===== config.mk =====
export PLATFORM = sky130hd
export DESIGN_NAME = dispatch_stage
export DESIGN_NICKNAME = d
export VERILOG_FILES = /design/src/hw/dispatch_pkg.sv /design/src/hw/inst_decoder.sv /design/src/hw/map_table.sv /design/src/hw/free_list.sv /design/src/hw/reorder_buffer.sv /design/src/hw/dispatch_control.sv /design/src/hw/dispatch_stage.sv
export VERILOG_INCLUDE_DIRS = /design/src /design/src/hw
export SDC_FILE = /design/constraint.sdc
export NUM_CORES = 2
export LEC_CHECK = 0
export ABC_AREA = 1
export BUFFER_PORTS_ARGS = -buffer_cell sky130_fd_sc_hd__buf_4
export CAP_MARGIN = 10
export CELL_PAD_IN_SITES_DETAIL_PLACEMENT = 0
export CELL_PAD_IN_SITES_GLOBAL_PLACEMENT = 1
export CORE_UTILIZATION = 35
export CTS_CLUSTER_DIAMETER = 150
export DETAILED_ROUTE_END_ITERATION = 6
export GPL_TIMING_DRIVEN = 0
export PLACE_DENSITY_LB_ADDON = 0.12
export SYNTH_ARGS = -nofsm -noshare
export SYNTH_HDL_FRONTEND = slang
export SYNTH_HIERARCHICAL = 1
export SYNTH_SLANG_ARGS = --single-unit

===== constraint.sdc =====
create_clock -name clock -period 3.8 [get_ports clock]
set_input_delay 0.19 -clock clock [delete_from_list [all_inputs] [get_ports clock]]
set_output_delay 0.19 -clock clock [all_outputs]
set_load 0.05 [all_outputs]

===== src/hw/dispatch_params.svh =====
// ~~~~~~~~~~~~~~~~~~~~~~~~~~~~~~~~~~~~~~~~~~~~~~~~~~~~~~~~~~~~~~~~~~~~
// sizes and index widths for the rename and dispatch stage
// include wherever a size or width is needed
// ~~~~~~~~~~~~~~~~~~~~~~~~~~~~~~~~~~~~~~~~~~~~~~~~~~~~~~~~~~~~~~~~~~~~
`ifndef DISPATCH_PARAMS_SVH
`define DISPATCH_PARAMS_SVH

// register file sizes
`define ARCH_REGS 32
`define PHYS_REGS 40

// instruction window
`define ROB_DEPTH 16

// index widths, kept in step with the sizes above
`define AREG_W    5
`define PREG_W    6
`define ROB_IDX_W 4

`endif


===== src/hw/dispatch_pkg.sv =====
// ~~~~~~~~~~~~~~~~~~~~~~~~~~~~~~~~~~~~~~~~~~~~~~~~~~~~~~~~~~~~~~~~~~~~
// shared types for the rename and dispatch stage
// register indices, the instruction word views and the stage packets
// ~~~~~~~~~~~~~~~~~~~~~~~~~~~~~~~~~~~~~~~~~~~~~~~~~~~~~~~~~~~~~~~~~~~~
`default_nettype none
`include "dispatch_params.svh"

package dispatch_pkg;

    typedef logic [`AREG_W-1:0]    areg_t;
    typedef logic [`PREG_W-1:0]    preg_t;
    typedef logic [`ROB_IDX_W-1:0] rob_idx_t;

    // R-type layout, rd is meaningful here
    typedef struct packed {
        logic [6:0] funct7;
        areg_t      rs2;
        areg_t      rs1;
        logic [2:0] funct3;
        areg_t      rd;
        logic [6:0] opcode;
    } r_fields_t;

    // S/B-type layout, rd bits become imm_lo
    typedef struct packed {
        logic [6:0] imm_hi;
        areg_t      rs2;
        areg_t      rs1;
        logic [2:0] funct3;
        logic [4:0] imm_lo;
        logic [6:0] opcode;
    } s_fields_t;

    typedef union packed {
        r_fields_t r_view;
        s_fields_t s_view;
    } inst_word_t;

    typedef struct packed {
        logic        valid;
        logic [31:0] pc;
        inst_word_t  inst;
    } fetch_packet_t;

    typedef struct packed {
        logic has_dest;
        logic has_rs1;
        logic has_rs2;
        logic illegal;
    } decode_info_t;

    typedef struct packed {
        logic [31:0] pc;
        areg_t       arch_dest;
        preg_t       dest;
        preg_t       old_dest;
        logic        has_dest;
    } rob_entry_t;

    typedef struct packed {
        logic        valid;
        logic [31:0] pc;
        inst_word_t  inst;
        preg_t       src1;
        preg_t       src2;
        preg_t       dest;
        preg_t       old_dest;
        areg_t       arch_dest;
        logic        has_dest;
        rob_idx_t    rob_idx;
    } rename_packet_t;

endpackage

`default_nettype wire


===== src/hw/inst_decoder.sv =====
// ~~~~~~~~~~~~~~~~~~~~~~~~~~~~~~~~~~~~~~~~~~~~~~~~~~~~~~~~~~~~~~~~~~~~
// RV32I opcode classifier for register use
// purely combinational, feeds the dispatch control
// ~~~~~~~~~~~~~~~~~~~~~~~~~~~~~~~~~~~~~~~~~~~~~~~~~~~~~~~~~~~~~~~~~~~~
`timescale 1ns/100ps
`default_nettype none

module inst_decoder (
    input  dispatch_pkg::inst_word_t   inst,
    output dispatch_pkg::decode_info_t info
);
    import dispatch_pkg::*;

    // base opcodes
    localparam logic [6:0] OPC_OP     = 7'b0110011;
    localparam logic [6:0] OPC_OP_IMM = 7'b0010011;
    localparam logic [6:0] OPC_LOAD   = 7'b0000011;
    localparam logic [6:0] OPC_STORE  = 7'b0100011;
    localparam logic [6:0] OPC_BRANCH = 7'b1100011;
    localparam logic [6:0] OPC_LUI    = 7'b0110111;
    localparam logic [6:0] OPC_AUIPC  = 7'b0010111;
    localparam logic [6:0] OPC_JAL    = 7'b1101111;
    localparam logic [6:0] OPC_JALR   = 7'b1100111;

    always_comb begin
        info = '0;
        case (inst.r_view.opcode)
            OPC_OP:                info = '{has_dest: 1'b1, has_rs1: 1'b1,
                                            has_rs2: 1'b1, illegal: 1'b0};
            OPC_OP_IMM, OPC_LOAD,
            OPC_JALR:              info = '{has_dest: 1'b1, has_rs1: 1'b1,
                                            has_rs2: 1'b0, illegal: 1'b0};
            // S and B formats, no rd field at all
            OPC_STORE, OPC_BRANCH: info = '{has_dest: 1'b0, has_rs1: 1'b1,
                                            has_rs2: 1'b1, illegal: 1'b0};
            // upper immediates and jal only write
            OPC_LUI, OPC_AUIPC,
            OPC_JAL:               info = '{has_dest: 1'b1, has_rs1: 1'b0,
                                            has_rs2: 1'b0, illegal: 1'b0};
            default:               info.illegal = 1'b1;
        endcase
    end

endmodule

`default_nettype wire


===== src/hw/map_table.sv =====
// ~~~~~~~~~~~~~~~~~~~~~~~~~~~~~~~~~~~~~~~~~~~~~~~~~~~~~~~~~~~~~~~~~~~~
// speculative and architectural register maps
// lookups are combinational, rename/commit/restore happen on the edge
// ~~~~~~~~~~~~~~~~~~~~~~~~~~~~~~~~~~~~~~~~~~~~~~~~~~~~~~~~~~~~~~~~~~~~
`timescale 1ns/100ps
`default_nettype none
`include "dispatch_params.svh"

module map_table (
    input  logic                clock,
    input  logic                reset,
    input  dispatch_pkg::areg_t src1_arch,
    input  dispatch_pkg::areg_t src2_arch,
    output dispatch_pkg::preg_t src1_preg,
    output dispatch_pkg::preg_t src2_preg,
    input  dispatch_pkg::areg_t dest_arch,
    input  logic                set_dest,
    input  dispatch_pkg::preg_t new_dest,
    output dispatch_pkg::preg_t old_dest,
    input  logic                retire_en,
    input  dispatch_pkg::areg_t retire_arch,
    input  dispatch_pkg::preg_t retire_preg,
    input  logic                restore
);
    import dispatch_pkg::*;

    preg_t spec_map [`ARCH_REGS];
    preg_t arch_map [`ARCH_REGS];
    // arch map including this cycle's commit
    preg_t arch_next [`ARCH_REGS];

    assign src1_preg = spec_map[src1_arch];
    assign src2_preg = spec_map[src2_arch];
    assign old_dest  = spec_map[dest_arch];

    always_comb begin
        arch_next = arch_map;
        if (retire_en) begin
            arch_next[retire_arch] = retire_preg;
        end
    end

    always_ff @(posedge clock) begin
        if (reset) begin
            // identity mapping out of reset
            for (int i = 0; i < `ARCH_REGS; i++) begin
                spec_map[i] <= preg_t'(i);
                arch_map[i] <= preg_t'(i);
            end
        end else begin
            arch_map <= arch_next;
            // restore sees a retire in the same edge
            if (restore) begin
                spec_map <= arch_next;
            end else if (set_dest) begin
                spec_map[dest_arch] <= new_dest;
            end
        end
    end

    // x0 stays pinned to preg 0
    assert property (@(posedge clock) disable iff (reset) set_dest |-> dest_arch != '0);

endmodule

`default_nettype wire


===== src/hw/free_list.sv =====
// ~~~~~~~~~~~~~~~~~~~~~~~~~~~~~~~~~~~~~~~~~~~~~~~~~~~~~~~~~~~~~~~~~~~~
// circular queue of free physical registers
// a committed head tracks retirement so rollback can rewind allocations
// ~~~~~~~~~~~~~~~~~~~~~~~~~~~~~~~~~~~~~~~~~~~~~~~~~~~~~~~~~~~~~~~~~~~~
`timescale 1ns/100ps
`default_nettype none
`include "dispatch_params.svh"

module free_list (
    input  logic                clock,
    input  logic                reset,
    input  logic                pop,
    output dispatch_pkg::preg_t free_preg,
    output logic                empty,
    input  logic                push,
    input  dispatch_pkg::preg_t push_preg,
    input  logic                commit,
    input  logic                rewind
);
    import dispatch_pkg::*;

    localparam int FL_SIZE = `PHYS_REGS - `ARCH_REGS;
    localparam int PTR_W   = $clog2(FL_SIZE);
    localparam int CNT_W   = $clog2(FL_SIZE + 1);

    preg_t             slots [FL_SIZE];
    logic [PTR_W-1:0]  head;
    logic [PTR_W-1:0]  tail;
    logic [PTR_W-1:0]  commit_head;
    logic [PTR_W-1:0]  commit_next;
    logic [CNT_W-1:0]  count;

    function automatic logic [PTR_W-1:0] step(input logic [PTR_W-1:0] ptr);
        return (ptr == PTR_W'(FL_SIZE - 1)) ? '0 : ptr + 1'b1;
    endfunction

    assign free_preg   = slots[head];
    // empty from the count before any push this cycle
    assign empty       = (count == '0);
    assign commit_next = commit ? step(commit_head) : commit_head;

    always_ff @(posedge clock) begin
        if (reset) begin
            // pregs above the arch range start out free
            for (int i = 0; i < FL_SIZE; i++) begin
                slots[i] <= preg_t'(`ARCH_REGS + i);
            end
            head        <= '0;
            tail        <= '0;
            commit_head <= '0;
            count       <= CNT_W'(FL_SIZE);
        end else begin
            if (push) begin
                slots[tail] <= push_preg;
                tail        <= step(tail);
            end
            commit_head <= commit_next;
            if (rewind) begin
                // committed state always holds every spare preg
                head  <= commit_next;
                count <= CNT_W'(FL_SIZE);
            end else begin
                if (pop)
                    head <= step(head);
                count <= count + CNT_W'(push) - CNT_W'(pop);
            end
        end
    end

    assert property (@(posedge clock) disable iff (reset) pop |-> !empty);

endmodule

`default_nettype wire


===== src/hw/reorder_buffer.sv =====
// ~~~~~~~~~~~~~~~~~~~~~~~~~~~~~~~~~~~~~~~~~~~~~~~~~~~~~~~~~~~~~~~~~~~~
// in-order instruction window
// alloc at the tail, retire from the head, flush drops everything
// ~~~~~~~~~~~~~~~~~~~~~~~~~~~~~~~~~~~~~~~~~~~~~~~~~~~~~~~~~~~~~~~~~~~~
`timescale 1ns/100ps
`default_nettype none
`include "dispatch_params.svh"

module reorder_buffer (
    input  logic                     clock,
    input  logic                     reset,
    input  logic                     alloc,
    input  dispatch_pkg::rob_entry_t alloc_entry,
    output dispatch_pkg::rob_idx_t   alloc_idx,
    output logic                     full,
    input  logic                     retire,
    output dispatch_pkg::rob_entry_t head_entry,
    output logic                     head_valid,
    input  logic                     flush
);
    import dispatch_pkg::*;

    rob_entry_t             entries [`ROB_DEPTH];
    rob_idx_t               head;
    rob_idx_t               tail;
    // one extra bit so a full window is distinct from empty
    logic [`ROB_IDX_W:0]    count;

    assign alloc_idx  = tail;
    assign head_entry = entries[head];
    assign head_valid = (count != '0);
    assign full       = (count == (`ROB_IDX_W+1)'(`ROB_DEPTH));

    // entry payload, written at the tail slot
    always_ff @(posedge clock) begin
        if (alloc) begin
            entries[tail] <= alloc_entry;
        end
    end

    always_ff @(posedge clock) begin
        if (reset) begin
            head  <= '0;
            tail  <= '0;
            count <= '0;
        end else if (flush) begin
            head  <= '0;
            tail  <= '0;
            count <= '0;
        end else begin
            // depth is a power of two, pointers wrap on their own
            if (alloc) begin
                tail <= tail + 1'b1;
            end
            if (retire) begin
                head <= head + 1'b1;
            end
            count <= count + (`ROB_IDX_W+1)'(alloc) - (`ROB_IDX_W+1)'(retire);
        end
    end

    assert property (@(posedge clock) disable iff (reset) alloc |-> !full);

    // caller may only retire a live head
    assert property (@(posedge clock) disable iff (reset) retire |-> head_valid);

endmodule

`default_nettype wire


===== src/hw/dispatch_control.sv =====
// ~~~~~~~~~~~~~~~~~~~~~~~~~~~~~~~~~~~~~~~~~~~~~~~~~~~~~~~~~~~~~~~~~~~~
// accept/stall decision, allocation strobes and the rename register
// rename output is valid one cycle after the accepting edge
// ~~~~~~~~~~~~~~~~~~~~~~~~~~~~~~~~~~~~~~~~~~~~~~~~~~~~~~~~~~~~~~~~~~~~
`timescale 1ns/100ps
`default_nettype none

module dispatch_control (
    input  logic                         clock,
    input  logic                         reset,
    input  dispatch_pkg::fetch_packet_t  fetch,
    input  dispatch_pkg::decode_info_t   info,
    input  logic                         rob_full,
    input  logic                         fl_empty,
    input  logic                         rollback,
    input  dispatch_pkg::preg_t          src1,
    input  dispatch_pkg::preg_t          src2,
    input  dispatch_pkg::preg_t          old_dest,
    input  dispatch_pkg::preg_t          free_preg,
    input  dispatch_pkg::rob_idx_t       alloc_idx,
    output logic                         stall,
    output logic                         alloc,
    output logic                         pop,
    output logic                         set_dest,
    output dispatch_pkg::preg_t          dest,
    output dispatch_pkg::rename_packet_t rename
);
    import dispatch_pkg::*;

    logic           legal;
    logic           needs_dest;
    rename_packet_t next_pkt;
    rename_packet_t pkt_q;

    // state only, independent of the presented packet
    assign stall      = rob_full | fl_empty;
    // illegal packets are consumed with no allocation
    assign legal      = fetch.valid & ~stall & ~rollback & ~info.illegal;
    // x0 writes never get a fresh preg
    assign needs_dest = info.has_dest & (fetch.inst.r_view.rd != '0);

    assign alloc    = legal;
    assign pop      = legal & needs_dest;
    assign set_dest = pop;
    assign dest     = pop ? free_preg : '0;

    always_comb begin
        next_pkt           = '0;
        next_pkt.valid     = legal;
        next_pkt.pc        = fetch.pc;
        next_pkt.inst      = fetch.inst;
        // unused sources read x0, which is always preg 0
        next_pkt.src1      = info.has_rs1 ? src1 : '0;
        next_pkt.src2      = info.has_rs2 ? src2 : '0;
        next_pkt.dest      = dest;
        next_pkt.old_dest  = needs_dest ? old_dest : '0;
        next_pkt.arch_dest = needs_dest ? fetch.inst.r_view.rd : '0;
        next_pkt.has_dest  = needs_dest;
        next_pkt.rob_idx   = alloc_idx;
    end

    // rename register, one cycle behind the accepting edge
    always_ff @(posedge clock) begin
        if (reset) begin
            pkt_q.valid <= 1'b0;
        end else begin
            pkt_q <= next_pkt;
        end
    end

    assign rename = pkt_q;

endmodule

`default_nettype wire


===== src/hw/dispatch_stage.sv =====
// ~~~~~~~~~~~~~~~~~~~~~~~~~~~~~~~~~~~~~~~~~~~~~~~~~~~~~~~~~~~~~~~~~~~~
// rename and dispatch stage top
// fetch packets in, rename packets out, retire and rollback from outside
// ~~~~~~~~~~~~~~~~~~~~~~~~~~~~~~~~~~~~~~~~~~~~~~~~~~~~~~~~~~~~~~~~~~~~
`timescale 1ns/100ps
`default_nettype none

module dispatch_stage (
    input  logic                         clock,
    input  logic                         reset,
    input  dispatch_pkg::fetch_packet_t  fetch,
    output logic                         stall,
    output dispatch_pkg::rename_packet_t rename,
    input  logic                         retire,
    output dispatch_pkg::rob_entry_t     head_entry,
    output logic                         head_valid,
    input  logic                         rollback
);
    import dispatch_pkg::*;

    decode_info_t info;
    preg_t        src1, src2, old_dest, free_preg, dest;
    rob_idx_t     alloc_idx;
    logic         rob_full, fl_empty, alloc, pop, set_dest;
    logic         retire_dest;

    // only entries that took a preg commit and recycle one
    assign retire_dest = retire & head_entry.has_dest;

    inst_decoder i_decoder (.inst(fetch.inst), .info(info));

    map_table i_map_table (
        .clock(clock), .reset(reset),
        .src1_arch(fetch.inst.r_view.rs1), .src2_arch(fetch.inst.r_view.rs2),
        .src1_preg(src1), .src2_preg(src2),
        .dest_arch(fetch.inst.r_view.rd), .set_dest(set_dest), .new_dest(dest),
        .old_dest(old_dest),
        .retire_en(retire_dest), .retire_arch(head_entry.arch_dest),
        .retire_preg(head_entry.dest), .restore(rollback)
    );

    free_list i_free_list (
        .clock(clock), .reset(reset), .pop(pop), .free_preg(free_preg), .empty(fl_empty),
        .push(retire_dest), .push_preg(head_entry.old_dest),
        .commit(retire_dest), .rewind(rollback)
    );

    reorder_buffer i_rob (
        .clock(clock), .reset(reset), .alloc(alloc),
        .alloc_entry('{pc: fetch.pc, arch_dest: rename_arch_dest(fetch, info), dest: dest,
                       old_dest: set_dest ? old_dest : '0, has_dest: set_dest}),
        .alloc_idx(alloc_idx), .full(rob_full), .retire(retire),
        .head_entry(head_entry), .head_valid(head_valid), .flush(rollback)
    );

    dispatch_control i_control (
        .clock(clock), .reset(reset), .fetch(fetch), .info(info),
        .rob_full(rob_full), .fl_empty(fl_empty), .rollback(rollback),
        .src1(src1), .src2(src2), .old_dest(old_dest), .free_preg(free_preg),
        .alloc_idx(alloc_idx), .stall(stall), .alloc(alloc), .pop(pop),
        .set_dest(set_dest), .dest(dest), .rename(rename)
    );

    // arch dest is only recorded when a preg is taken
    function automatic areg_t rename_arch_dest(input fetch_packet_t pkt,
                                               input decode_info_t  dec);
        return (dec.has_dest && pkt.inst.r_view.rd != '0) ? pkt.inst.r_view.rd : '0;
    endfunction

endmodule

`default_nettype wire


==> Word-level counts from Yosys, hierarchy flattened <==
Memory sizes are Yosys's and may differ from the RTL's. A register that Yosys moved wholly into a read port is not among the register bits.
Index checks and enable logic that the tools add are counted.
{ "word_totals": {"reg_bits": 509, "n_memories": 2, "output_inout_bits": 151, "rom_bits": 0, "in_bits": 69, "word_cells": 179, "latch_bits": 0, "ram_bits": 848} }
{ "memory_table": {"columns": ["name", "words", "word_bits", "rd", "rd_ports_with_merged_regs", "write_ports", "line_no", "text"], "rows": [
  ["i_rob.entries", 16, 50, 1, 1, 1, "reorder_buffer.sv:23", "rob_entry_t entries [`ROB_DEPTH];"],
  ["i_free_list.slots", 8, 6, 1, 1, 8, "free_list.sv:26", "preg_t slots [FL_SIZE];"]
]} }
{ "op_classes": {"addsub": 9, "div_mod_pow": 0, "n_mul": 0, "mux": 42, "shifts": 0, "bitwise_logic": 13, "n_reduce_logical": 13, "order_cmp": 6, "eq_ne": 13} }
{ "op_table": {"columns": ["cell", "count"], "rows": [
  ["$mux 192", 3],
  ["$bwmux 192", 2],
  ["$bmux 6 s5", 3],
  ["$mux 6", 11],
  ["$demux 6 s5", 2],
  ["$mux 3", 9],
  ["$ge 6x6->1 const B", 4],
  ["$not 5->6", 4],
  ["$eq 7x6->1 const B", 3],
  ["$eq 7x7->1 const B", 3],
  ["$eq 7x5->1 const B", 2],
  ["$lt 6x1->1 const B", 2],
  ["$pmux 3 s4", 1],
  ["$reduce_bool 5->1", 2],
  ["$add 3x1->3 const B", 3],
  ["$eq 3x3->1 const B", 3],
  ["$reduce_or 9->1", 1],
  ["$add 4x1->4 const B", 2],
  ["$mux 1", 8],
  ["$mux 4", 2],
  ["$eq 7x2->1 const B", 1],
  ["$and 1x1->1", 6],
  ["$reduce_or 3->1", 2],
  ["$reduce_or 6->1", 1],
  ["other kinds (12)", 16]
]} }

==> Depth between registers and ports, before layout <==
{ "logic_depth": {"ltp_word": 11, "mapped_depth": 22, "depth_no_buf": 21} }

==> By module <==
The synthesis kept the hierarchy.
{ "by_module_without_submodules": {"columns": ["module", "area_each_um2", "cells_per_inst", "seq_area_each_um2", "instances"], "rows": [
  ["reorder_buffer", 35231.3, 3339, 24363.4, 1],
  ["map_table", 20901.3, 3459, 7687.4, 1],
  ["dispatch_control", 3286.9, 174, 2962.8, 1],
  ["free_list", 3238.1, 395, 1761.7, 1],
  ["inst_decoder", 140.1, 31, 0.0, 1],
  ["dispatch_stage", 112.6, 29, 0.0, 1]
]} }

==> Worst setup path before layout <==
Ideal clock, no wire load.
{ "synth_path": {"kind": "flip-flop to flip-flop", "from": "register i_rob.count[2]", "to": "memory i_rob/entries[15][0] in the netlist's numbering, enable pin", "setup_time_ns": 0.458, "synth_period_minus_slack_ns": 4.171, "path_stages_with_launch": 11, "path_buffers": 1, "arrival_time_ns": 3.714, "path_slack_ns": -0.371, "required_ns": 3.342, "cell_sequence": "dfxtp_1 -> inv_1 -> ha_1 -> nand3_1 -> nor2_1 -> inv_1 -> nand2_2 -> nor2_4 -> clkbuf_1 -> nand2_1 -> nor2_1"} }
{ "synth_via": {"elab_chain_len": 8} }
{ "synth_rtl": {"columns": ["element", "line_no", "text"], "rows": [
  ["start: declaration", "reorder_buffer.sv:27", "logic [`ROB_IDX_W:0] count;"],
  ["start signal: assignment", "reorder_buffer.sv:58", "count <= count + (`ROB_IDX_W+1)'(alloc) - (`ROB_IDX_W+1)'(retire);"],
  ["$eq 5x5->1", "reorder_buffer.sv:32", "assign full = (count == (`ROB_IDX_W+1)'(`ROB_DEPTH));"],
  ["named net rob_full", "dispatch_stage.sv:24", "logic rob_full, fl_empty, alloc, pop, set_dest;"],
  ["$or 1x1->1", "dispatch_control.sv:36", "assign stall = rob_full | fl_empty;"],
  ["named net stall", "dispatch_stage.sv:12", "output logic stall,"],
  ["$not 1->1", "dispatch_control.sv:38", "assign legal = fetch.valid & ~stall & ~rollback & ~info.illegal;"],
  ["$and 1x1->1 (3 in series)", "dispatch_control.sv:38", null],
  ["named net alloc", "dispatch_stage.sv:24", null],
  ["$mux 1", "reorder_buffer.sv:36", "if (alloc) begin"],
  ["$mux 1 (implied by the code)", "reorder_buffer.sv:37", "entries[tail] <= alloc_entry;"],
  ["end: declaration", "reorder_buffer.sv:23", null]
]} }
The timed path passes the listed nets, and every way through them passes these cells.

==> Worst setup path after layout <==
{ "layout_path": {"from": "input port fetch[7] in the netlist's numbering", "to": "memory i_rob/entries[14][2] in the netlist's numbering (data pin)"} }
{ "layout_via": {"elab_chain_len": 5, "elab_cells_between_ends": 8, "classes_between": "4 x mux; 3 x bitwise; 1 x reduce/logical"} }
{ "layout_rtl": {"columns": ["element", "line_no", "text"], "rows": [
  ["start: declaration", "dispatch_stage.sv:11", "input dispatch_pkg::fetch_packet_t fetch,"],
  ["$not 5->6 (implied by the code)", "map_table.sv:34", "assign old_dest = spec_map[dest_arch];"],
  ["$bmux 6 s5", "map_table.sv:34", null],
  ["$mux 6 (implied by the code) (2 in series)", "map_table.sv:34", null],
  ["named net old_dest[1]", "dispatch_stage.sv:22", "preg_t src1, src2, old_dest, free_preg, dest;"],
  ["$mux 6", "dispatch_stage.sv:51", "old_dest: set_dest ? old_dest : '0, has_dest: set_dest}),"]
]} }
The timed path passes the listed nets, and every way through them passes these cells. The select of a mux whose other input is x is not followed.

==> flow_summary.yaml <==
pwr:
  total_power_w: 0.0347
  leakagePower_nw: 32.7
  powerDensity_mw_per_mm2: 460
  peakVddDrop_uv: 390
synth:
  synth_edf_count: 946
  yosysUniqueCellTypes: 40
  synth_top_cell_area_share_pct: 45.2
  synth.most_common_cell: "nand2_1"
  synth_nets: 7520
  synth-seq-cells: 1364
  synthTopCellsByArea: "edfxtp_1 45%, nand2_1 16%, dfxtp_1 13%"
  yosys-top-cells-count: "2699 x nand2_1, 1061 x nand3_1, 946 x edfxtp_1"
  yosysWarnings: 6
  syn_area_per_cell_um2: 8.47
  yosys.area.top_type: "edfxtp_1"
  async_flop_share_pct: 0
  syn_area_mm2: 0.0629
  synth_cells: 7427
  synth_ff_type: "edfxtp_1"
  ys_seq_area_share_pct: 58.5
sta:
  fin_crit_ns: 3.81
  relSlewSlack_pct: 14.5
  clock_skew_ns: 0.0401
  hold_viol_final: 0
  worst_pin_slew_ns: 1.28
  fin_setup_tns_ns: -0.0625
  rsz0062_at_grt: "yes"
  fmax_ghz: 0.262
  setup-violations-final: 8
  holdWs_ns: 0.0857
  setup_slack_ns: -0.0119
  timing.final.crit_share_pct: 100
  slew_violations: 0
placement:
  hpwl_mm: 198
  gp_congestion: 0.958
  placed_area_mm2: 0.0686
  portBuffers: 219
floorplanning:
  num_io_pins: 220
  die_w_um: 426
  dieArea_mm2: 0.181
  core_mm2: 0.178
  core.rowCount: 155
  dieHeight_um: 426
  initial_core_util_pct: 35.3
detailed_routing:
  routedWlPerCell_um: 25.8
  dr.pass1.iters: 5
  drc: 0
  wirelength_mm: 270
  ant_nets: 0
  num_vias: 54400
  routed_via_density: 5.20
  drt-initial-drc-count: 6144
clock_network:
  cts.sinks: 1364
  cts_tree: "built"
  numCtsBuffers: 162
  clkLatencyLatePin_ns: 0.83
  htreeDepth: 4
  cts-root-buf: "clkbuf_16"
  cts_buffer_depth: 3
  clkTransAtPathRegs_ns: 0.06
grt:
  grt_pass1_vias: 49000
  grt_overflow_total: 0
  grt_max_degree: 57
  grt_use_total_pct: 29.3
  grt_first_pass_wirelength_mm: 373
  antenna_found_initial: 17
setup_path:
  cp_data_required_time_ns: 4.23
  cp_max_fo: 16
  startpoint_type: "primary input"
  crit_arrival_ns: 4.24
  endpoint_kind: "flip-flop"
  path_class: "in -> reg"
flow_run:
  maxCapViolCount: 0
finish:
  synthToLayoutAreaGrowth_pct: 19.9
  drive_above_1_share_pct: 11.6
  fill_cells: 17700
  finalNetCount: 8057
  finalInstanceArea_mm2: 0.0754
run_status:
  outcome: "finished with violations"
  violations: "setup timing"
hold_path:
  hp-class: "in -> reg"
-- sequential cells by signal, indices dropped and copies added, names as in the netlist, 5 cells and up, named ones only --
name / count
i_rob/count: 5
i_map_table/arch_map: 192
i_control/rename: 99
i_free_list/slots: 48
i_map_table/spec_map: 192
i_rob/entries: 800
-- where the power goes --
group          internal [W]  switching, W
Sequential           0.0160      0.000136
Clock               0.00917       0.00663
Combinational      0.000696       0.00210
Total                0.0258       0.00887
-- area by class of cell --
| type | count | area (um^2) | area share [%] |
|---|---|---|---|
| clock buffer | 217 | 4530 | 6.00 |
| inverter | 905 | 3420 | 4.54 |
| clock inverter | 84 | 852 | 1.13 |
| antenna | 7 | 17.5 | 0.0232 |
| multi-input combinational | 4762 | 21100 | 28.0 |
| buffer | 396 | 2130 | 2.82 |
| timing repair buffer | 373 | 3660 | 4.85 |
| tap | 2355 | 2950 | 3.91 |
| sequential | 1364 | 36800 | 48.8 |
-- cells by family (layout without fill, tap and decap cells) --
| logic type | after synthesis | count (layout) | share of synthesized area (%) |
|---|---|---|---|
| fa+ha+maj | 24 | 24 | 0.501 |
| simple gates | 4311 | 4312 | 28.8 |
| xor+xnor | 4 | 4 | 0.0557 |
| flops | 1364 | 1364 | 58.5 |
| other cells | 0 | 7 | 0 |
| buf+inv | 1302 | 1975 | 8.63 |
| compound gates | 422 | 422 | 3.55 |
-- worst max-delay path, stage by stage --
cell,delay [ns]
dlygate4sd3_1,0.53
buf_4,0.23
nand2_1,0.58
clkinv_1,0.43
clkbuf_1,0.47
nand2_1,0.16
nand4_1,0.14
nand2_1,0.12
nand2_1,0.11
nor2_1,0.52
nand2_1,0.28
nand2_1,0.14
inv_1,0.29
-- placed cells by master (no fill, tap or decap), types with 73 or more instances in the layout --
master / n
nor2_1: 277
buf_2: 102
clkbuf_1: 184
edfxtp_1: 946
o21ai_0: 233
or2_2: 99
inv_1: 884
a21oi_1: 128
nand2_1: 2690
buf_4: 262
clkbuf_16: 168
dfxtp_1: 417
nand3_1: 1054
nand4_1: 73
-- what timing repair did --
item,CTS,global route
endpoints found under the hold margin,665,0
pin swaps,2,10
resized for setup,91,49
endpoints found under the setup margin,542,366
cloned,1,0
hold buffers,71,0
buffers inserted,9,28
-- layer usage --
layer  GRT usage, %  wire length (um)  vias up
li1               -                 -    25100
met1           42.3            122000    26500
met2           44.4            118000     2333
met3           4.46             21000      398
met4           9.91              9620        0
met5              0                 0        -
-- per-stage QoR --
stage	std cells	utilization [%]	worst slack (ns)
detailed placement	10000	38.5	-1.92
global placement	10000	37.8	-3.90
finish	10500	42.3	-0.0119
CTS	10400	42.1	-0.0110
floorplan	7427	-	-0.371
global route	10500	42.3	-0.0146
-- final timing paths --
path / start / endpoint / slack (ns) / depth (start not counted)
max: fetch[7] / i_rob/entries[14][2]$_DFFE_PP_ / -0.01 / 13
min: fetch[13] / i_control/rename[47]$_DFFE_PN_ / 0.09 / 2
max reg2reg: flip-flop / i_map_table/spec_map[107]$_SDFFE_PP0P_ / 0.02 / 15
min reg2reg: i_map_table/arch_map[116]$_SDFF_PP1_ / i_map_table/arch_map[116]$_SDFF_PP1_ / 0.46 / 2
Power figures use the tool's default switching activity.
